--- src/hw/pdp8Pkg.sv ---
// Shared definitions for the cut-down PDP-8 processor.
// Machine words are 12 bits. Opcodes, operate bits and the IR fields
// follow standard PDP-8 numbering, with bit 0 as the LSB here.
package pdp8Pkg;

  localparam int wordW = 12;

  typedef logic [wordW-1:0] word_t;

  // Major opcodes in IR[11:9]
  localparam logic [2:0] opAnd = 3'd0;
  localparam logic [2:0] opTad = 3'd1;
  localparam logic [2:0] opIsz = 3'd2;
  localparam logic [2:0] opDca = 3'd3;
  localparam logic [2:0] opJms = 3'd4;
  localparam logic [2:0] opJmp = 3'd5;
  localparam logic [2:0] opIot = 3'd6;
  localparam logic [2:0] opOpr = 3'd7;

  // Memory reference fields
  localparam int indBit  = 8;
  localparam int pageBit = 7;
  localparam int offsetW = 7;

  // Accumulator unit strobe codes
  localparam logic [2:0] acNone   = 3'd0;
  localparam logic [2:0] acAnd    = 3'd1;
  localparam logic [2:0] acTad    = 3'd2;
  localparam logic [2:0] acDcaClr = 3'd3;
  localparam logic [2:0] acGrp1   = 3'd4;
  localparam logic [2:0] acGrp2   = 3'd5;

  typedef enum logic [2:0] {
    idle,
    fetch,
    defer,
    execute,
    writeBack
  } state_t;

  typedef enum logic [1:0] {
    showPc,
    showAc,
    showMem
  } dispSel_t;

endpackage
--- src/hw/panelControl.sv ---
// Front panel input side. Strobes must be clean one-cycle pulses,
// synchronous to clk. Every output lags its strobe by one cycle and
// strobes seen while the machine runs are dropped.
`timescale 1ns/100ps

module panelControl
  import pdp8Pkg::*;
(
  input  logic  clk,
  input  logic  rstN,
  input  word_t switches,
  input  logic  loadAddr,
  input  logic  deposit,
  input  logic  start,
  input  logic  running,
  output logic  pcLoad,
  output word_t pcLoadValue,
  output logic  pcStep,
  output logic  panelWe,
  output word_t panelData,
  output logic  runReq
);

  word_t switchReg;
  logic  halted;

  assign halted = ~running;

  always_ff @(posedge clk or negedge rstN) begin
    if (!rstN) begin
      pcLoad  <= 1'b0;
      panelWe <= 1'b0;
      runReq  <= 1'b0;
    end else begin
      pcLoad  <= loadAddr & halted;
      panelWe <= deposit & halted;
      runReq  <= start & halted;
    end
  end

  // Switch snapshot taken with the strobe
  always_ff @(posedge clk) begin
    switchReg <= switches;
  end

  // Deposit writes at the PC and steps it on the same edge
  assign pcStep      = panelWe;
  assign pcLoadValue = switchReg;
  assign panelData   = switchReg;

endmodule

--- config.mk ---
export PLATFORM = sky130hd
export DESIGN_NAME = panelControl
export DESIGN_NICKNAME = d
export VERILOG_FILES = /design/src/hw/pdp8Pkg.sv /design/src/hw/panelControl.sv
export SDC_FILE = /design/constraint.sdc
export NUM_CORES = 1
export LEC_CHECK = 0
export BUFFER_PORTS_ARGS = -buffer_cell sky130_fd_sc_hd__clkbuf_2
export CORE_MARGIN = 2
export CORE_UTILIZATION = 32
export DETAILED_ROUTE_END_ITERATION = 10
export PLACE_DENSITY = 0.72
export RECOVER_POWER = 50
export SYNTH_ARGS = -nofsm -noshare
export SYNTH_HDL_FRONTEND = slang
export SYNTH_SLANG_ARGS = --single-unit
--- constraint.sdc ---
create_clock -name clk -period 0.8 [get_ports clk]
set_input_delay 0.12 -clock clk [delete_from_list [all_inputs] [get_ports clk]]
set_output_delay 0.12 -clock clk [all_outputs]
set_load 0.01 [all_outputs]
After elaboration in Yosys (flattened, before gate mapping)
Cells that the tools add are included.

Register bits: 15. Latch bits: 0. Bits in writable memories: 0. ROM bits: 0. Input port bits: 18. Output and inout bits: 28. Word-level logic and storage cells: 8. Memories: 0.

Add/subtract/negate cells: 0. Multiply operators: 0. Divide/modulo/power cells: 0. Magnitude comparators: 0. Equal/unequal tests: 0. Shift operators: 0. Mux-type cells: 0. Bitwise logic cells: 4. Reduce and logical (&&, ||, !) cells: 0.

Operators by type and width (number): 1-bit AND (3); 1-bit NOT (1).

Depth between registers and ports, before layout
Depth in word-level cells: 2. Mapped depth: 1. Mapped depth without buffers: 1.

Worst setup path before layout
OpenSTA, ideal clock, no wires.

Path type: reg2out. From: reg panelWe. To: out pcStep. Arrival: 0.539 ns. Data required time: 0.680 ns. Path slack: 0.141 ns. Cell stages (with the launch flop): 2. Path buffers: 1. Cell sequence: dfrtp_1 -> buf_4.

RTL lines: from (decl) (RTL line panelControl.sv:19) `output logic panelWe,`; from (signal assigned) (RTL line panelControl.sv:36) `panelWe <= deposit & halted;`; to (decl) (RTL line panelControl.sv:18) `output logic pcStep,`.

No word-level cell between the ends.

Worst setup path in the final report
From: reg panelWe. To: out pcStep.

No word-level cell between the ends.

==> reports/metrics.csv <==
metric,value,unit
register bit count reported by yosys,15,
failing checks,setup timing,
final hold vios,0,
crit path launch type,flop,
crit-path cells,clkbuf_2,
CTS max path bufs,2,
"Worst Setup Slack, final",-0.1104,ns
max incr delay on CP,0.39,ns
Clock Sinks,15,
gr usage total,11.93,%
setup_tns,-1.504,ns
minimum clock period,0.9104,ns
Power Density,1696,mW/mm²
crit end category,output port,
post-synth top area share,55.65,%
Unique masters post-synth,4,
Syn Inst Count,31,
Post-route DRC,0,
Post-DP Area,578.1,µm²
Syn. warnings,0,
Max Cap Viol,0,
drt initial violations,2,
RSZ-0062 raised after global routing,true,
placer congestion estimate,0.6696,
DR WL/cell,11.63,µm
routed vias/inst,3.926,
Die X,40.73,µm
mapped cell area,431.7,µm²
WP buf/inv,1,
Final Net Count,99,
core area,0.001285,mm²
drt pass-1 iters,2,
Crit-path slowest cell,dfrtp_1,
initial antenna violation count,0,
final setup fails,28,
largest net degree at the start of global routing,9,
initial core utilization,33.59,%
"Seq/Total Area, Yosys",73.04,%
vias in the first global route,305,
Syn Nets,49,
Slew HR,87.54,%
total congestion overflow,0,
Die H,40.73,µm
Worst EP required,0.68,ns
most frequent cells in the layout,"buf_6, clkbuf_2, dlygate4sd3_1, dfxtp_2",
"commonest non-fill, non-tap cell in the layout",buf_6,
Slew @ Worst Pin,0.1869,ns
Via Count,373,
WS Path Type,reg2out,
TritonCTS clock tree,yes,
syn_area_per_cell,13.92,µm²
total length of routed wires,1105,µm
Clock H-tree levels,1,
Max IR drop VDD,1.132,mV
layout cells sized above 1,72.50,%
total power,1.522,mW
"Slew Viols, Final",0,
antenna cells,0,
CTS Buf Count,3,
Hold Path Class,in2reg,
Filler Cells Inserted,97,
CP Max Fanout,2,
post-synth top area cell,dfxtp_1,
status,"finished, violations left",
Root Buffer Master,clkbuf_4,
Layout area overhead,107.8,%
dominant cells by area after synthesis,"dfxtp_1, buf_4, dfrtp_1",
clock slew at reported path FFs,0.08,ns
die area,0.001659,mm²
antenna-violating nets left,0,
critical path arrival,0.79,ns
Lkg Pwr,0.4433,nW
wire length of the first global-routing pass,1186,µm
FMAX,1098,MHz
Rows,13,
CP top delay family,flip-flops,
utilization after layout,69.82,%
IO Port Bufs,45,
# IOs,46,
Tcrit/Tclk final,113.8,%
final instance area,897.1,µm²
path summary, 6_finish.rpt:
path	start	endpoint	slack [ns]	depth (start not counted)
hold / removal	start	runReq	0.06	2
max in group asynchronous	rstN	panelWe	0.47	2
setup / recovery	panelWe	pcStep	-0.11	1
min in group asynchronous	rstN	pcLoad	0.17	2
report_power, final:
group          leakage (nW)  internal [mW]  switching, mW
sequential            0.140          0.796         0.0313
combinational         0.288          0.190         0.0902
clock                0.0150          0.193          0.221
synth_stat cells:
cell type / n
dfxtp_1: 12
buf_4: 13
dfrtp_1: 3
nor2b_1: 3
flip-flops by register name (all words and copies together), names as in the netlist:
signal / count
panelData: 12
pcLoad: 1
runReq: 1
panelWe: 1
area by class of cell:
cell class	instances	area, µm²	share of cell area, %
multi-input combinational	3	18.77	2.092
sequential	15	330.3	36.82
clock buffer	4	26.28	2.929
tap	15	18.77	2.092
timing repair buffer	58	503.0	56.07
what timing repair did:
action                                  4_1_cts  5_1_grt
cloned                                        0        0
endpoints found under the setup margin       28       28
hold buffers                                 13        0
buffers inserted                              0        0
hold endpoints to repair                     15        0
resized for setup                            12       48
per-stage QoR:
step                      hold WS, ns  std cells  setup slack, ns
after floorplan               -0.1756         31           0.1408
after global placement       -0.08263         78           0.2016
after global routing          0.05039         95          -0.1338
after detailed placement     -0.08244         78           0.2043
final                         0.06490         95          -0.1104
after CTS                     0.02215         95          -0.1178
per-layer routing:
layer | routed length [µm] | vias to the layer above | GRT usage, %
met5 | 0 | - | 0
met4 | 12 | 0 | 12.50
met3 | 86 | 2 | 2.174
met2 | 640 | 26 | 20.24
met1 | 365 | 167 | 11.64
li1 | - | 178 | -
cell families (layout without fill, tap and decap cells):
group / count (synthesis) / in the layout / synth area share, %
DFF: 15 / 15 / 73.04
buffers and inverters: 13 / 62 / 22.61
and+or+nand+nor: 3 / 3 / 4.348
Note: power is estimated with default switching activity, not from simulation.
