## config.mk

```make
export PLATFORM = sky130hd
export DESIGN_NAME = instrSequencer
export DESIGN_NICKNAME = d
export VERILOG_FILES = /design/src/hw/pdp8Pkg.sv /design/src/hw/instrSequencer.sv
export SDC_FILE = /design/constraint.sdc
export NUM_CORES = 1
export LEC_CHECK = 0
export ABC_AREA = 1
export CORE_ASPECT_RATIO = 1.4
export CORE_MARGIN = 5
export CORE_UTILIZATION = 30
export CTS_BUF_LIST = sky130_fd_sc_hd__clkbuf_8
export CTS_CLUSTER_DIAMETER = 60
export DETAILED_ROUTE_END_ITERATION = 10
export DONT_BUFFER_PORTS = 1
export HOLD_SLACK_MARGIN = 0.12
export PLACE_DENSITY = 0.53
export SKIP_LAST_GASP = 1
export SYNTH_ARGS = -nofsm -noshare
export SYNTH_HDL_FRONTEND = slang
export SYNTH_SLANG_ARGS = --single-unit
```

## constraint.sdc

```tcl
create_clock -name clk -period 1.8 [get_ports clk]
set_input_delay 0.09 -clock clk [delete_from_list [all_inputs] [get_ports clk]]
set_output_delay 0.09 -clock clk [all_outputs]
set_load 0.01 [all_outputs]
```

## src/hw/pdp8Pkg.sv

```systemverilog
// Shared definitions for the cut-down PDP-8 processor.
// Machine words are 12 bits. Opcodes, operate bits and the IR fields
// follow standard PDP-8 numbering, with bit 0 as the LSB here.
package pdp8Pkg;

  localparam int wordW = 12;

  typedef logic [wordW-1:0] word_t;

  // Major opcodes in IR[11:9]
  localparam logic [2:0] opAnd = 3'd0;
  localparam logic [2:0] opTad = 3'd1;
  localparam logic [2:0] opIsz = 3'd2;
  localparam logic [2:0] opDca = 3'd3;
  localparam logic [2:0] opJms = 3'd4;
  localparam logic [2:0] opJmp = 3'd5;
  localparam logic [2:0] opIot = 3'd6;
  localparam logic [2:0] opOpr = 3'd7;

  // Memory reference fields
  localparam int indBit  = 8;
  localparam int pageBit = 7;
  localparam int offsetW = 7;

  // Accumulator unit strobe codes
  localparam logic [2:0] acNone   = 3'd0;
  localparam logic [2:0] acAnd    = 3'd1;
  localparam logic [2:0] acTad    = 3'd2;
  localparam logic [2:0] acDcaClr = 3'd3;
  localparam logic [2:0] acGrp1   = 3'd4;
  localparam logic [2:0] acGrp2   = 3'd5;

  typedef enum logic [2:0] {
    idle,
    fetch,
    defer,
    execute,
    writeBack
  } state_t;

  typedef enum logic [1:0] {
    showPc,
    showAc,
    showMem
  } dispSel_t;

endpackage
```

## src/hw/instrSequencer.sv

```systemverilog
// Non-pipelined PDP-8 sequencer. The instruction arrives in fetch, so
// the cycle before fetch always presents the next PC to memory.
// Autoindex locations behave as plain indirect. Group 3 and IOT are no-ops.
// memWords must be a power of two; PC and addresses wrap modulo memWords.
`timescale 1ns/100ps

module instrSequencer
  import pdp8Pkg::*;
#(
  parameter int memWords = 4096
) (
  input  logic       clk,
  input  logic       rstN,
  input  logic       pcLoad,
  input  word_t      pcLoadValue,
  input  logic       pcStep,
  input  logic       panelWe,
  input  word_t      panelData,
  input  logic       runReq,
  input  word_t      memRdata,
  input  word_t      ac,
  input  logic       skip,
  output word_t      memAddr,
  output logic       memWe,
  output word_t      memWdata,
  output logic [2:0] acOp,
  output word_t      ir,
  output word_t      pc,
  output logic       running
);

  localparam word_t addrMask = word_t'(memWords - 1);

  state_t     state;
  state_t     nextState;
  word_t      ea;
  word_t      pcNext;
  word_t      pcInc;
  word_t      instrAddr;
  word_t      iszValue;
  logic [2:0] fetchOp;
  logic [2:0] opcode;

  assign fetchOp  = memRdata[wordW-1 -: 3];
  assign opcode   = ir[wordW-1 -: 3];
  assign pcInc    = (pc + word_t'(1)) & addrMask;
  assign iszValue = memRdata + word_t'(1);
  assign running  = (state != idle);

  // Page zero or current page, from the word arriving in fetch
  always_comb begin
    instrAddr = '0;
    instrAddr[offsetW-1:0] = memRdata[offsetW-1:0];
    if (memRdata[pageBit]) begin
      instrAddr[wordW-1:offsetW] = pc[wordW-1:offsetW];
    end
    instrAddr = instrAddr & addrMask;
  end

  always_comb begin
    nextState = state;
    pcNext    = pc;
    memAddr   = pc;
    memWe     = 1'b0;
    memWdata  = panelData;
    acOp      = acNone;
    case (state)
      idle: begin
        memWe = panelWe;
        if (runReq) begin
          nextState = fetch;
        end
      end
      fetch: begin
        pcNext  = pcInc;
        // Pointer for indirect, operand otherwise
        memAddr = instrAddr;
        if (fetchOp < opIot && memRdata[indBit]) begin
          nextState = defer;
        end else begin
          nextState = execute;
        end
      end
      defer: begin
        memAddr   = memRdata & addrMask;
        nextState = execute;
      end
      execute: begin
        nextState = fetch;
        case (opcode)
          opAnd: acOp = acAnd;
          opTad: acOp = acTad;
          opIsz: begin
            memAddr   = ea;
            memWe     = 1'b1;
            memWdata  = iszValue;
            nextState = writeBack;
            if (iszValue == '0) begin
              pcNext = pcInc;
            end
          end
          opDca: begin
            memAddr   = ea;
            memWe     = 1'b1;
            memWdata  = ac;
            acOp      = acDcaClr;
            nextState = writeBack;
          end
          opJms: begin
            memAddr   = ea;
            memWe     = 1'b1;
            memWdata  = pc;
            pcNext    = (ea + word_t'(1)) & addrMask;
            nextState = writeBack;
          end
          opJmp: pcNext = ea;
          opIot: acOp = acNone;
          opOpr: begin
            // IR[8] picks the group, IR[0] marks group 3
            if (!ir[8]) begin
              acOp = acGrp1;
            end else if (!ir[0]) begin
              acOp = acGrp2;
              if (skip) begin
                pcNext = pcInc;
              end
              if (ir[1]) begin
                nextState = idle;
              end
            end
          end
        endcase
        // No write this cycle, so start reading the next instruction
        if (!memWe) begin
          memAddr = pcNext;
        end
      end
      writeBack: nextState = fetch;
      default: nextState = idle;
    endcase
  end

  always_ff @(posedge clk or negedge rstN) begin
    if (!rstN) begin
      state <= idle;
      pc    <= '0;
      ir    <= '0;
    end else begin
      state <= nextState;
      if (state == idle) begin
        if (pcLoad) begin
          pc <= pcLoadValue & addrMask;
        end else if (pcStep) begin
          pc <= pcInc;
        end
      end else begin
        pc <= pcNext;
      end
      if (state == fetch) begin
        ir <= memRdata;
      end
    end
  end

  // Effective address, replaced by the pointer on defer
  always_ff @(posedge clk) begin
    if (state == fetch) begin
      ea <= instrAddr;
    end else if (state == defer) begin
      ea <= memRdata & addrMask;
    end
  end

endmodule

```

# After elaboration in Yosys (flattened, before gate mapping)
# Cells that the tools add are included.
dict set report op_classes {
  addsub 3
  magnitude_cmp 1
  n_eq_ne 12
  muxes 31
  reduce_logical 9
}
# operator n
set ops {}
lappend ops {{2-to-1 mux 12 bit} 12}
lappend ops {{case mux 12 bit (3 select lines)} 2}
lappend ops {{case mux 12 bit (4 select lines)} 1}
lappend ops {{adder 12 x 1 -> 12 bit, second input constant} 3}
lappend ops {{case mux 12 bit (2 select lines)} 1}
lappend ops {{case mux 3 bit (5 select lines)} 1}
lappend ops {{== test 3 x 2 -> 1 bit, second input constant} 4}
lappend ops {{== test 3 bit, second input constant} 4}
lappend ops {{logical NOT 12 bit} 1}
lappend ops {{2-to-1 mux 3 bit} 4}
lappend ops {{case mux 3 bit (4 select lines)} 1}
lappend ops {{== test 3 x 1 -> 1 bit, second input constant} 2}
lappend ops {{logical NOT 3 bit} 2}
lappend ops {{2-to-1 mux 1 bit} 6}
lappend ops {{case mux 3 bit (2 select lines)} 1}
lappend ops {{nonzero test 3 bit} 2}
lappend ops {{2-to-1 mux 5 bit} 1}
lappend ops {{less-than comparator 3 bit, second input constant} 1}
lappend ops {{!= test 3 bit, second input constant} 1}
lappend ops {{OR reduction 3 bit} 1}
lappend ops {{!= test 2 bit, second input constant} 1}
lappend ops {{case mux 1 bit (2 select lines)} 1}
lappend ops {{AND reduction 2 bit} 1}
lappend ops {{nonzero test 2 bit} 1}
lappend ops {{logical AND 1 bit} 1}
dict set report totals {
  ff_bits 39
  in_bits 55
  elab_cells 60
}

# Depth between registers and ports, before layout
dict set report logic_depth {
  ltp_word 7
  ltp_mapped 18
}

# Least setup slack after synthesis
# No wires, ideal clock.
dict set report synth_timing {
  kind {register to output}
  from {register state[2]}
  to {output port memAddr[4]}
  t_arrival_ps 1864
  path_slack_ps -154
  path_stages_with_launch 8
  n_path_buf 0
  path_cell_list {dfrtp_1 inv_1 nand2_1 o21ai_1 a21oi_1 o21ai_0 a21oi_1 a21oi_1}
}
dict set report synth_between {
  elab_chain_cells 2
}
# element line
set synth_lines {}
lappend synth_lines {{start, declared} instrSequencer.sv:34} ;# state_t state;
lappend synth_lines {{start signal, assigned} instrSequencer.sv:145} ;# state <= idle;
lappend synth_lines {{start signal, assigned} instrSequencer.sv:149} ;# state <= nextState;
lappend synth_lines {{== test 3 x 2 -> 1 bit / == test 3 x 1 -> 1 bit (equally long branches)} instrSequencer.sv:67} ;# case (state)
lappend synth_lines {{case mux 12 bit (3 select lines) *} instrSequencer.sv:67}
lappend synth_lines {{end, declared} instrSequencer.sv:23} ;# output word_t memAddr,
# Mark *: on every way between the ends. The rest lies on a longest branch, timed or not.

# Final worst setup path
dict set report layout_timing {
  from {register pc[0]}
  to {output port memAddr[10]}
}
dict set report layout_between {
  elab_chain_cells 7
}
# element line
set layout_lines {}
lappend layout_lines {{start, declared} instrSequencer.sv:28} ;# output word_t pc,
lappend layout_lines {{start signal, assigned} instrSequencer.sv:152} ;# pc <= pcLoadValue & addrMask;
lappend layout_lines {{start signal, assigned} instrSequencer.sv:154} ;# pc <= pcInc;
lappend layout_lines {{start signal, assigned} instrSequencer.sv:157} ;# pc <= pcNext;
lappend layout_lines {{adder 12 x 1 -> 12 bit *} instrSequencer.sv:46} ;# assign pcInc = (pc + word_t'(1)) & addrMask;
lappend layout_lines {{2-to-1 mux 12 bit} instrSequencer.sv:124} ;# if (skip) begin
lappend layout_lines {{2-to-1 mux 12 bit} instrSequencer.sv:122} ;# end else if (!ir[0]) begin
lappend layout_lines {{2-to-1 mux 12 bit} instrSequencer.sv:120} ;# if (!ir[8]) begin
lappend layout_lines {{case mux 12 bit (4 select lines) *} instrSequencer.sv:90} ;# case (opcode)
lappend layout_lines {{2-to-1 mux 12 bit *} instrSequencer.sv:134} ;# if (!memWe) begin
lappend layout_lines {{case mux 12 bit (3 select lines) *} instrSequencer.sv:67}
# Marks and branches as above.

==> flow_summary.yaml <==
power:
  ir_worst_vdd_mv: 0.909
  p_per_area_nw_per_um2: 2060
  p_leak_nw: 3.37
finish:
  num_antenna_cells: 0
  fin_cells: 1087
  drive_gt1_share_pct: 43.6
  finalCoreUtilization_pct: 53.6
  syn2layout_area_growth_pct: 77.0
  layout.nets: 960
worst_setup_path:
  slowest_delay_ns: 0.42
  cp_max_fo: 3
  crit_buf_inv: 0
  critical_path_class: "reg -> out"
  startpoint_type: "flip-flop"
  crit_family: "simple AND/OR/NAND/NOR gates"
  worstPathCellList: "ha_4, nand2_4, nor2_4, nand3_4, nor3_2, xor2_1, nand2_1, nand3_1, nand2_1, nand2_1, nand2_1, a21oi_4"
  crit_top_cell: "nand2_1"
  required_ns: 1.71
  crit_path_top_delay_cell: "dfrtp_2"
  cp.arrival_ns: 2.25
  critPathCaptureType: "primary output"
clock_tree:
  cts-root-buf: "clkbuf_8"
  cts_inserted_buffers: 5
  clk_path_buf_depth: 2
  cts_tree: "yes"
  cts.clk_slew.worst_paths_ns: 0.10
  clock_sinks: 39
  clkLatencyLatePin_ns: 0.32
  htree_levels: 2
route:
  viasPerCell: 5.34
  ant_nets: 0
  wl_per_cell_um: 20.2
  drc: 0
  drt_wl_total_um: 21900
  drt_iter0_drc: 402
  first_pass_iters: 5
  vias: 5807
grt:
  grt_max_degree: 28
  grt_overflow: 0
  antenna_found_initial: 0
  grt_pass1_vias: 5748
  grt_usage_pct: 26.2
  grt_pass1_wl_um: 32400
floorplanning:
  num_rows: 51
  die_area_um2: 16400
  io_pins: 108
  coreArea_um2: 13800
  start_util_pct: 30.3
  die_x_um: 110
  die_y_um: 150
synth:
  synth_top_area_share_pct: 19.2
  synth_top_area_cell: "nand2_1"
  synthTopCellsByArea: "nand2_1, dfrtp_1, edfxtp_1, nor2_1, a21oi_1"
  avgSynthCellArea_um2: 5.99
  ys_async_sr_fraction_pct: 69.2
  netlist_instances: 696
  ys_seq_elements: 39
  synth_edf_count: 12
  yosys_warnings: 0
  syn_area_um2: 4170
  yosysSeqAreaShare_pct: 24.8
  synth_cell_type_count: 39
  synth_ff_type: "dfrtp_1"
  synth.net_count: 755
placed_design:
  port_buffers: 0
  place_inst: 1011
  dpl.hpwl_um: 16100
  gp_congestion: 0.937
timing:
  max_freq_ghz: 0.427
  finalSetupTns_ns: -13.09
  fin_ws_ns: -0.542
  timing.final.crit_period_ns: 2.34
  rsz0062_at_grt: "true"
  final-setup-viol-count: 37
  drv_slew: 0
  worst_pin_slew_ns: 0.518
  hold_viol: 0
  finalCritPeriodShare_pct: 130
  max_slew_margin_pct: 65.4
  clock_skew_ns: 0.0135
job:
  max_cap_violations: 0
outcome:
  outcome: "finished, violations left"
  violations: "setup timing"
min_path:
  hold_path_class: "in -> reg"
## power by group
group	switching, mW	total [mW]	internal, mW
clock	0.363	0.912	0.549
combinational	6.91	12.3	5.41
sequential	0.488	1.96	1.47
total	7.76	15.2	7.43
## cells by family after synthesis
| family | share of synthesized area, % |
|---|---|
| AO/OA/AOI/OAI | 20.3 |
| XOR/XNOR | 1.68 |
| adder cells (fa/ha/maj) | 1.20 |
| buffers and inverters | 9.96 |
| flip-flops | 24.8 |
| AND/OR/NAND/NOR | 42.0 |
## metal layers
metal	global-route usage (%)	share of wire (%)	vias to the layer above
met1	29.1	36	2778
met5	0	0	-
li1	-	-	2724
met4	11.7	5.5	0
met2	47.2	52	227
met3	5.18	5.8	78
## cell usage after synthesis, types with 5 or more instances
cell type	n
o21ai_0	41
dfrtp_1	27
o21ai_1	5
nor2_1	76
inv_2	5
a21oi_1	56
nand3_1	48
o22ai_1	6
nor2_2	5
o21bai_1	5
inv_1	68
edfxtp_1	12
nand2_1	213
buf_2	8
xor2_1	8
nand4_1	16
nand2_2	10
nor3_1	9
nor2_4	6
clkbuf_1	19
a41oi_1	7
a221oi_1	8
## worst reg2reg max path, delay by kind of cell, from the launching register on
family	cells	cell delay [ns]
flops	1	0.44
buf+inv	3	0.36
compound gates	2	0.23
simple gates	8	0.81
fa+ha+maj	1	0.19
## metrics by stage
step                      area [µm²]  total power, mW  worst slack [ns]  hold WS (ns)
after floorplan                 4240             6.75           -0.0643        -0.206
after global placement          5590             10.8            -0.335        -0.204
after detailed placement        5590             10.9            -0.345        -0.204
after CTS                       6790             13.5            -0.559         0.131
after global routing            7380             16.2            -0.663         0.152
final                           7380             15.2            -0.542         0.136
## worst paths after layout
| kind | start | endpoint | slack [ns] | depth (start not counted) |
|---|---|---|---|---|
| worst max-delay path | pc[0] | memAddr[10] | -0.54 | 12 |
| worst min-delay path | pcLoadValue[11] | pc[11] | 0.14 | 4 |
| worst max register to register | ea[0] | pc[8] | -0.31 | 14 |
| worst min register to register | ir[7] | ir[7] | 0.57 | 2 |
| max in group asynchronous | rstN | ir[9] | 1.39 | 2 |
| min in group asynchronous | rstN | pc[1] | 0.20 | 2 |
## placed cells by master (no fill, tap or decap), types with 23 or more instances in the layout
cell type and n:
nor2_4 23, nor2_1 55, nand2_2 27, nand3_1 37, o21ai_0 31, a21oi_1 37, buf_4 157, dlygate4sd3_1 24
buf_6 33, inv_1 58, nand2_1 180
## sequential cells by signal, summed over array words and instances, names as in the netlist
register,flops
pc,12
ea,12
state,3
ir,12
## final cells by class
cell class	instances	area (µm²)
clock buffer	5	68.8
sequential	39	1040
inverter	74	320
multi-input combinational	552	3580
fill	1346	6400
timing repair buffer	229	2080
clock inverter	3	63.8
tap	185	231
## what timing repair did
item	CTS	global route
endpoints found under the setup margin	42	42
endpoints found under the hold margin	54	1
pin swaps	39	65
gates resized for setup	136	119
buffers inserted	27	20
hold buffers	26	1
cloned	4	1
(Power assumes the default switching activity.)
