## config.mk

```make
export PLATFORM = sky130hd
export DESIGN_NAME = panelLights
export DESIGN_NICKNAME = d
export VERILOG_FILES = /design/src/hw/pdp8Pkg.sv /design/src/hw/panelLights.sv
export SDC_FILE = /design/constraint.sdc
export NUM_CORES = 1
export LEC_CHECK = 0
export BUFFER_PORTS_ARGS = -buffer_cell sky130_fd_sc_hd__buf_2
export CORE_ASPECT_RATIO = 0.8
export CORE_MARGIN = 1
export CORE_UTILIZATION = 35
export DETAILED_ROUTE_END_ITERATION = 8
export GPL_TIMING_DRIVEN = 0
export HOLD_SLACK_MARGIN = 0.12
export PLACE_DENSITY = 0.85
export SLEW_MARGIN = 40
export SYNTH_ARGS = -nofsm -noshare
export SYNTH_HDL_FRONTEND = slang
export SYNTH_SLANG_ARGS = --single-unit
```

## constraint.sdc

```tcl
create_clock -name clk -period 0.8 [get_ports clk]
set_clock_uncertainty 0.2 [all_clocks]
set_input_delay 0.12 -clock clk [delete_from_list [all_inputs] [get_ports clk]]
set_output_delay 0.12 -clock clk [all_outputs]
set_load 0.05 [all_outputs]
```

## src/hw/pdp8Pkg.sv

```systemverilog
// Shared definitions for the cut-down PDP-8 processor.
// Machine words are 12 bits. Opcodes, operate bits and the IR fields
// follow standard PDP-8 numbering, with bit 0 as the LSB here.
package pdp8Pkg;

  localparam int wordW = 12;

  typedef logic [wordW-1:0] word_t;

  // Major opcodes in IR[11:9]
  localparam logic [2:0] opAnd = 3'd0;
  localparam logic [2:0] opTad = 3'd1;
  localparam logic [2:0] opIsz = 3'd2;
  localparam logic [2:0] opDca = 3'd3;
  localparam logic [2:0] opJms = 3'd4;
  localparam logic [2:0] opJmp = 3'd5;
  localparam logic [2:0] opIot = 3'd6;
  localparam logic [2:0] opOpr = 3'd7;

  // Memory reference fields
  localparam int indBit  = 8;
  localparam int pageBit = 7;
  localparam int offsetW = 7;

  // Accumulator unit strobe codes
  localparam logic [2:0] acNone   = 3'd0;
  localparam logic [2:0] acAnd    = 3'd1;
  localparam logic [2:0] acTad    = 3'd2;
  localparam logic [2:0] acDcaClr = 3'd3;
  localparam logic [2:0] acGrp1   = 3'd4;
  localparam logic [2:0] acGrp2   = 3'd5;

  typedef enum logic [2:0] {
    idle,
    fetch,
    defer,
    execute,
    writeBack
  } state_t;

  typedef enum logic [1:0] {
    showPc,
    showAc,
    showMem
  } dispSel_t;

endpackage
```

## src/hw/panelLights.sv

```systemverilog
// Front panel output side, one register stage on every light.
// The memory view shows the word last read, which is the word
// at the PC while the machine is halted.
`timescale 1ns/100ps

module panelLights
  import pdp8Pkg::*;
(
  input  logic     clk,
  input  logic     rstN,
  input  dispSel_t dispSel,
  input  word_t    pc,
  input  word_t    ac,
  input  word_t    memWord,
  input  logic     link,
  input  logic     running,
  output word_t    display,
  output logic     linkLight,
  output logic     runLight
);

  always_ff @(posedge clk or negedge rstN) begin
    if (!rstN) begin
      display   <= '0;
      linkLight <= 1'b0;
      runLight  <= 1'b0;
    end else begin
      case (dispSel)
        showPc:  display <= pc;
        showAc:  display <= ac;
        showMem: display <= memWord;
        default: display <= '0;
      endcase
      linkLight <= link;
      runLight  <= running;
    end
  end

endmodule

```

# Word-level counts from Yosys, hierarchy flattened
# Cells that the tools add are included.
word_totals:
  input_bits: 42
  latch_bits: 0
  n_memories: 0
  out_inout_bits: 14
  mem_bits_ro: 0
  ram_bits: 0
  register_bits: 14
classes:
  n_addsub: 0
  reduce_logical: 1
  shifts: 0
  n_lt_le_gt_ge: 0
  div: 0
  n_mux: 1
  eq_ne: 2
  bitwise_logic: 0
  mul: 0
ops:
  columns: ["cell", "count"]
  rows:
  - ["one-hot mux 12 bit (3 select lines)", 1]
  - ["== test 2 x 1 -> 1 bit (second input constant)", 1]
  - ["== test 2 bit (second input constant)", 1]
  - ["zero test 2 bit", 1]

# Logic depth before layout (Yosys ltp)
# Gate-level depths: netlist of run 1.
depth:
  ltp_word: 2
  depth_mapped: 3
  mapped_depth_nobuf: 2

# Least setup slack after synthesis of run 1
# OpenSTA, ideal clock, no wires.
synth_path:
  path_kind: "flip-flop to output port"
  from: "register display[0]"
  to: "output port display[0]"
  path_stages_with_launch: 1
  n_path_buf: 0
  arrival_time_ns: 0.586
  path_slack_ns: -0.106
  cell_sequence: "dfrtp_1"
synth_rtl:
  columns: ["element", "line_no", "source"]
  rows:
  - ["start: declaration", "panelLights.sv:17", "output word_t display,"]
  - ["start signal: assignment", "panelLights.sv:29", "showPc: display <= pc;"]
  - ["start signal: assignment", "panelLights.sv:31", "showMem: display <= memWord;"]
# No word-level cell between the ends.

# Worst setup path after layout of run 1
layout_path:
  from: "register display[10]"
  to: "output port display[10]"
# No word-level cell between the ends.

==> impl_metrics.json, run 1 <==
{
  "status": "complete, but fails checks",
  "wire_per_inst_um": 12.7,
  "ys_ff_latch": 14,
  "syn_avg_cell_area_um2": 14.3,
  "critPathKind": "flop to output pin",
  "path_buf_inv": 1,
  "cts_tree": "done",
  "gp_congestion": 0.666,
  "vias": 584,
  "layout.nets": 147,
  "slowest_stage": "dfrtp_2",
  "core-area_um2": 1610,
  "layout-drive-gt1-share_pct": 74.8,
  "register_area_um2": 368,
  "port-buffer-count": 55,
  "antennaDiodeCount": 0,
  "cts_sinks": 14,
  "worstMarginPinSlew_ps": 306,
  "nFillCells": 119,
  "hold_end": "display[3]$_DFF_PN0_",
  "ys_types": 7,
  "hold_slack_ps": -146,
  "die_area_um2": 1890,
  "clkTransAtPathRegs_ps": 70,
  "synth_seq_area_share_pct": 58.2,
  "h-tree-depth": 1,
  "cts_buffers": 3,
  "dr.pass1.iters": 4,
  "mostFrequentLayoutCells": "buf_2, buf_6, dfrtp_2, o2bb2ai_1, mux2i_1",
  "end_kind": "output pin",
  "dp_slack_ps": -270,
  "num_rows": 13,
  "antenna_found_initial": 0,
  "finalPower_uw": 1780,
  "drv_cap": 0,
  "viasPerCell": 4.67,
  "grtUsageTotal_pct": 16.8,
  "grt_pass1_wl_mm": 2.19,
  "ys_top_cells_by_area": "dfrtp_1, mux2i_1, o2bb2ai_1",
  "syn_to_final_growth_pct": 84.8,
  "grt_max_degree": 15,
  "fin_crit_sh_pct": 143,
  "finalSetupTns_ps": -4740,
  "hp-start": "memWord[3]",
  "synth-adder-area-share_pct": 0,
  "total_leakage_power_uw": 0.000553,
  "boundaryPins": 56,
  "final_common_cell": "buf_2",
  "crit_fanout": 1,
  "syn-num-nets": 84,
  "synthSimpleGateAreaFrac_pct": 1.04,
  "rsz0062_at_grt": "true",
  "fin_ws_ps": -346,
  "cp_top_family": "flip-flops",
  "muxShareOfSynthArea_pct": 20.0,
  "die_x_um": 48.4,
  "cp.arrival_ps": 830,
  "period_needed_ps": 1150,
  "dp_hpwl_mm": 1.10,
  "grt_overflow_total": 0,
  "synth_top_area_share_pct": 58.2,
  "cp.depth": 1,
  "die_h_um": 39.1,
  "synth_compound_area_share_pct": 17.5,
  "hold_violations": 12,
  "fmax_mhz": 873,
  "cp-start-kind": "flop",
  "drt_wl_total_mm": 1.59,
  "yosys_warnings": 0,
  "postRouteAntennaNets": 0,
  "yosysTopAreaCell": "dfrtp_1",
  "drt_iter0_drc": 6,
  "hold_path_depth": 2,
  "max_stage_delay_ps": 410,
  "synth_top_family_by_area": "multiplexers",
  "root_buffer": "clkbuf_4",
  "slew_violations": 0,
  "synthCells": 42,
  "start_util_pct": 37.4,
  "drc": 0,
  "power_density_nw_per_um2": 1600,
  "violations": "negative hold slack, negative setup slack",
  "worstPathCellList": "buf_6",
  "grt_pass1_vias": 507,
  "multiInputGateArea_um2": 243,
  "slew_headroom_pct": 79.6,
  "syn_area_um2": 602,
  "ir_drop_v": 0.00102,
  "hold_class": "input pin to flop",
  "cts.path.max_buffers": 2,
  "worstPathRequired_ps": 480,
  "synth_xor_area_share_pct": 0,
  "finalSetupViolCount": 14
}
[report_power, final]
part | switching, uW | internal (uW) | leakage [uW] | total, uW
clock | 198 | 174 | 0.0000138 | 372
combinational | 337 | 270 | 0.000384 | 607
sequential | 26.3 | 772 | 0.000156 | 799
total | 561 | 1220 | 0.000553 | 1780
[per-layer routing]
| metal | share of wire, % | track usage [%] | up-vias |
|---|---|---|---|
| met5 | 0 | 0 | - |
| met2 | 52 | 34.5 | 39 |
| met4 | 0 | 4.41 | 0 |
| met1 | 38 | 14.9 | 261 |
| met3 | 10 | 8.63 | 0 |
| li1 | - | - | 284 |
[kinds of logic after synthesis]
| kind of cell | after synthesis |
|---|---|
| muxes | 12 |
| buffers and inverters | 3 |
| AOI/OAI and AO/OA | 12 |
| DFF | 14 |
| and+or+nand+nor | 1 |
[area by class of cell]
cell class | count | share of cell area, %
Multi-Input combinational cell | 25 | 21.8
Buffer | 3 | 3.26
Clock buffer | 3 | 2.02
Sequential cell | 14 | 33.1
Timing Repair Buffer | 58 | 37.3
Tap cell | 22 | 2.47
[state kept, by name, summed over array words and instances (netlist names)]
register   cells
linkLight      1
runLight       1
display       12
[cells in the mapped netlist]
cell type,count
buf_2,1
buf_6,1
clkbuf_1,1
dfrtp_1,14
o2bb2ai_1,12
nor2b_1,1
mux2i_1,12
[timing repair]
action | 4_1_cts | 5_1_grt
cloned | 0 | 1
endpoints found under the hold margin | 28 | 27
hold buffers | 2 | 1
buffers inserted | 0 | 0
setup endpoints to repair | 14 | 21
gates resized for setup | 28 | 3
[through the flow]
stage / instance area [um^2] / cells / utilization, %
5_1_grt: 1110 / 125 / 69.1
6_report: 1110 / 125 / 69.1
3_5_place_dp: 946 / 119 / 58.7
3_3_place_gp: 946 / 119 / 58.7
4_1_cts: 1080 / 124 / 66.8
2_1_floorplan: 643 / 42 / -
[how the worst max path moves through the flow]
stage / from / end
after floorplan: display[0]$_DFF_PN0_ / display[0]
after detailed placement: dispSel[0] / display[9]$_DFF_PN0_
after global routing: linkLight$_DFF_PN0_ / linkLight
after CTS: display[10]$_DFF_PN0_ / display[10]
final: display[10]$_DFF_PN0_ / display[10]
after global placement: dispSel[0] / display[9]$_DFF_PN0_
Power figures use the tool's default switching activity.
==> run 2: changes to the inputs <==
--- a/config.mk
+++ b/config.mk
@@ -17,3 +17,4 @@
 export SYNTH_ARGS = -nofsm -noshare
 export SYNTH_HDL_FRONTEND = slang
 export SYNTH_SLANG_ARGS = --single-unit
+export TNS_END_PERCENT = 1
==> run 2 against run 1 <==
  * The run still ends with negative hold slack, negative setup slack left
  * First-iteration DRC count is 100% lower
  * Final cell count stayed put
  * Sequential power hardly changed
  * Global-route usage is 1.6 points higher
  * Clock power is 4% higher
  * Core utilization is 1.6 points lower
  * Worst hold slack worse by 3.3 ps
  * Combinational power is 2% lower
  * Via count is 1.9% higher
  * Final area is 2.3% lower
  * Critical path type unchanged
  * Largest power group unchanged
==> impl_metrics.json, run 2 (synthesis gave the netlist of run 1 again) <==
{
  "cts_buffers": 3,
  "grtUsageMet3_pct": 6.27,
  "cts.path.max_buffers": 2,
  "max_stage_delay_ps": 410,
  "layout.nets": 147,
  "rsz0062_at_grt": "true",
  "viasPerCell": 4.76,
  "ir_drop_v": 0.00101,
  "startpoint": "display[5]$_DFF_PN0_",
  "grt_max_degree": 15,
  "mostFrequentLayoutCells": "buf_2, buf_6, dfrtp_2, mux2i_1, o2bb2ai_1",
  "cp_top_family": "flip-flops",
  "slew_violations": 0,
  "fin_ws_ps": -353,
  "grt_busiest_layer": "met2",
  "violations": "negative hold slack, negative setup slack",
  "total_leakage_power_uw": 0.000544,
  "hp-start": "memWord[4]",
  "dr.pass1.iters": 1,
  "drt_iter0_drc": 0,
  "cts_tree": "done",
  "die_x_um": 48.4,
  "path_buf_inv": 1,
  "worstPathCellList": "buf_6",
  "period_needed_ps": 1150,
  "cp-start-kind": "flop",
  "largest_reg_flops": 12,
  "boundaryPins": 56,
  "drc": 0,
  "grt_use_met2_pct": 38.7,
  "dp_cells": 119,
  "grtUsageTotal_pct": 18.3,
  "worstMarginPinSlew_ps": 481,
  "drv_cap": 0,
  "antennaDiodeCount": 0,
  "end_kind": "output pin",
  "core-area_um2": 1610,
  "final_common_cell": "buf_2",
  "slew_headroom_pct": 67.9,
  "post_cts_buffers": 0,
  "finalPower_uw": 1780,
  "gp_congestion": 0.634,
  "grt_overflow_total": 0,
  "start_util_pct": 37.4,
  "status": "complete, but fails checks",
  "gr-usage-met1_pct": 16.2,
  "reg_top3": "display (12), linkLight (1), runLight (1)",
  "finalSetupViolCount": 18,
  "layout-drive-gt1-share_pct": 72.8,
  "die_h_um": 39.1,
  "hold_slack_ps": -149,
  "fmax_mhz": 867,
  "crit_fanout": 1,
  "critPathKind": "flop to output pin",
  "clkTransAtPathRegs_ps": 80,
  "port-buffer-count": 55,
  "postRouteAntennaNets": 0,
  "fin_crit_sh_pct": 144,
  "hold_violations": 12,
  "cts_sinks": 14,
  "die_area_um2": 1890,
  "num_rows": 13,
  "drt_wl_total_mm": 1.60,
  "grt_pass1_wl_mm": 2.38,
  "vias": 595,
  "instances_no_fill": 125,
  "cp.arrival_ps": 830,
  "slowest_stage": "dfrtp_2",
  "hold_class": "input pin to flop",
  "antenna_found_initial": 0,
  "wire_per_inst_um": 12.8,
  "h-tree-depth": 1,
  "syn_to_final_growth_pct": 80.7,
  "worstPathRequired_ps": 480,
  "regMostFlops": "display",
  "root_buffer": "clkbuf_4",
  "power_density_nw_per_um2": 1640,
  "finalSetupTns_ps": -4810,
  "grt_pass1_vias": 564
}
run 2: cell count changes in the layout (fill, tap and decap cells not counted), sizes merged:
cell,previous run,this run
clkbuf,5,4
buf,56,57
run 2: final timing paths:
path	to	slack (ps)	depth (start not counted)
max	display[5]	-350	1
min in group asynchronous	display[5]$_DFF_PN0_	70	2
max in group asynchronous	display[11]$_DFF_PN0_	80	2
min	display[4]$_DFF_PN0_	-150	2
run 2: layout make-up:
cell class                 count  area [um^2]
fill                         123          523
buffer                         3         35.0
timing repair buffer          58          395
tap                           22         27.5
sequential                    14          368
clock buffer                   3         22.5
multi-input combinational     25          239
run 2: what timing repair did:
item                                   CTS  global route
hold buffers                             2             1
gates resized for setup                 29             0
endpoints found under the hold margin   28            27
setup endpoints to repair               17            24
run 2: report_power, final:
part | internal, uW | switching (uW)
Sequential | 772 | 25.3
Combinational | 259 | 338
Clock | 174 | 212
Total | 1210 | 576
run 2: metrics by stage:
step           utilization (%)  area, um^2  setup slack, ps
2_1_floorplan                -         642            -4.68
3_3_place_gp              58.7         945             -277
3_5_place_dp              58.7         945             -308
4_1_cts                   66.9        1080             -353
5_1_grt                   67.5        1090             -381
6_report                  67.5        1090             -353
run 2: per-layer routing:
layer	part of all wire, %	wire length [um]
met1	36	568
met2	56	888
met3	7.9	126
met4	0.81	13
met5	0	0
==> run 3: changes to the inputs <==
--- a/config.mk
+++ b/config.mk
@@ -13,6 +13,7 @@
 export GPL_TIMING_DRIVEN = 0
 export HOLD_SLACK_MARGIN = 0.12
 export PLACE_DENSITY = 0.85
+export RECOVER_POWER = 50
 export SLEW_MARGIN = 40
 export SYNTH_ARGS = -nofsm -noshare
 export SYNTH_HDL_FRONTEND = slang
==> run 3 against run 2 <==
  * The flow still finishes with violations (negative hold slack, negative setup slack)
  * Critical path depth is the same
  * Critical endpoint unchanged
  * Core utilization shrank 0.16 points
  * Wire length is essentially flat
  * Total power is essentially flat
  * Sequential share of layout area grew 0.078 points
  * Die area is the same
  * Fmax is essentially flat
  * Highest routed layer unchanged
  * Clock-buffer cell count is the same
  * First-iteration DRC count is the same
  * Sequential power is essentially flat
  * Flip-flop and latch count is the same
==> impl_metrics.json, run 3 (synthesis gave the netlist of run 1 again) <==
{
  "fin_ws_ps": -353,
  "cts.path.max_buffers": 2,
  "crit_fanout": 1,
  "antenna_found_initial": 0,
  "die_h_um": 39.1,
  "register_area_um2": 368,
  "hold_class": "input pin to flop",
  "worstPathCellList": "buf_6",
  "slowest_stage": "dfrtp_2",
  "drc": 0,
  "stdcell_area_um2": 1080,
  "wire_per_inst_um": 12.8,
  "cts_sinks": 14,
  "slew_violations": 0,
  "core-area_um2": 1610,
  "worstPathRequired_ps": 480,
  "port-buffer-count": 55,
  "boundaryPins": 56,
  "critPathKind": "flop to output pin",
  "grt_pass1_vias": 564,
  "max_stage_delay_ps": 410,
  "gp_congestion": 0.634,
  "vias": 595,
  "nFillCells": 123,
  "path_buf_inv": 1,
  "cts_buffers": 3,
  "syn_to_final_growth_pct": 80.2,
  "status": "complete, but fails checks",
  "hold_violations": 12,
  "viasPerCell": 4.76,
  "placed_cell_area_um2": 945,
  "clkTransAtPathRegs_ps": 80,
  "rsz0062_at_grt": "true",
  "grt_pass1_wl_mm": 2.38,
  "final_common_cell": "buf_2",
  "dr.pass1.iters": 1,
  "antennaDiodeCount": 0,
  "num_rows": 13,
  "grtUsageTotal_pct": 18.3,
  "mostFrequentLayoutCells": "buf_2, buf_6, dfrtp_2, mux2i_1, o2bb2ai_1",
  "root_buffer": "clkbuf_4",
  "layout-drive-gt1-share_pct": 72.8,
  "cts_tree": "done",
  "die_area_um2": 1890,
  "drt_wl_total_mm": 1.60,
  "end_kind": "output pin",
  "hold_slack_ps": -149,
  "reg_top3": "display (12), linkLight (1), runLight (1)",
  "start_util_pct": 37.4,
  "layout.nets": 147,
  "multiInputGateArea_um2": 239,
  "slew_headroom_pct": 67.9,
  "fin_crit_sh_pct": 144,
  "finalPower_uw": 1780,
  "worstMarginPinSlew_ps": 481,
  "largest_reg_flops": 12,
  "grt_max_degree": 15,
  "period_needed_ps": 1150,
  "ir_drop_v": 0.000988,
  "die_x_um": 48.4,
  "cp-start-kind": "flop",
  "cp.arrival_ps": 830,
  "power_density_nw_per_um2": 1640,
  "regMostFlops": "display",
  "h-tree-depth": 1,
  "drt_iter0_drc": 0,
  "total_leakage_power_uw": 0.000543,
  "grt_overflow_total": 0,
  "drv_cap": 0,
  "finalSetupViolCount": 21,
  "cp_top_family": "flip-flops",
  "fmax_mhz": 867,
  "violations": "negative hold slack, negative setup slack",
  "postRouteAntennaNets": 0
}
==> run 3: changes by cell type in the layout (fill, tap and decap cells not counted) <==
cell	previous run	this run
clkbuf_2	0	1
buf_4	1	0
==> run 3: layout make-up <==
type                    instances  share of cell area (%)
clock buffers                   3                    2.08
plain buffers                   3                    3.23
flip-flops and latches         14                    33.9
multi-input cells              25                    22.0
well taps                      22                    2.54
repair buffers                 58                    36.2
==> run 3: worst paths after layout <==
kind / start / endpoint / slack (ps) / cells after the start
max in group asynchronous: rstN / display[11]$_DFF_PN0_ / 80 / 2
min in group asynchronous: rstN / display[5]$_DFF_PN0_ / 70 / 2
hold / removal: memWord[4] / display[4]$_DFF_PN0_ / -150 / 2
setup / recovery: display[5]$_DFF_PN0_ / display[5] / -350 / 1
==> run 3: stage by stage <==
stage	util, %	std cells	hold slack [ps]	setup TNS (ps)	setup WS, ps
5_1_grt	67.4	125	-152	-5640	-381
3_3_place_gp	58.7	119	-179	-4050	-277
3_5_place_dp	58.7	119	-173	-4360	-308
2_1_floorplan	-	42	-376	-79.8	-4.68
6_report	67.4	125	-149	-4860	-353
4_1_cts	66.9	124	-242	-4860	-353
==> run 3: per-layer routing <==
metal	global-route usage (%)	vias to the layer above	routed length (um)
met1	16.2	277	568
met4	8.82	0	13
met5	0	-	0
met3	6.27	2	126
met2	38.7	31	887
li1	-	285	-
==> run 3: report_power, final <==
group          switching, uW  internal (uW)  total, uW
clock                    212            174        386
sequential              25.3            772        798
combinational            338            257        596
==> run 3: what timing repair did <==
item / in CTS / in global routing
gates cloned: 0 / 0
hold buffers: 2 / 1
endpoints found under the setup margin: 17 / 24
gates resized for setup: 29 / 0
hold endpoints to repair: 28 / 27
buffers inserted: 0 / 0
pin swaps: 0 / 0
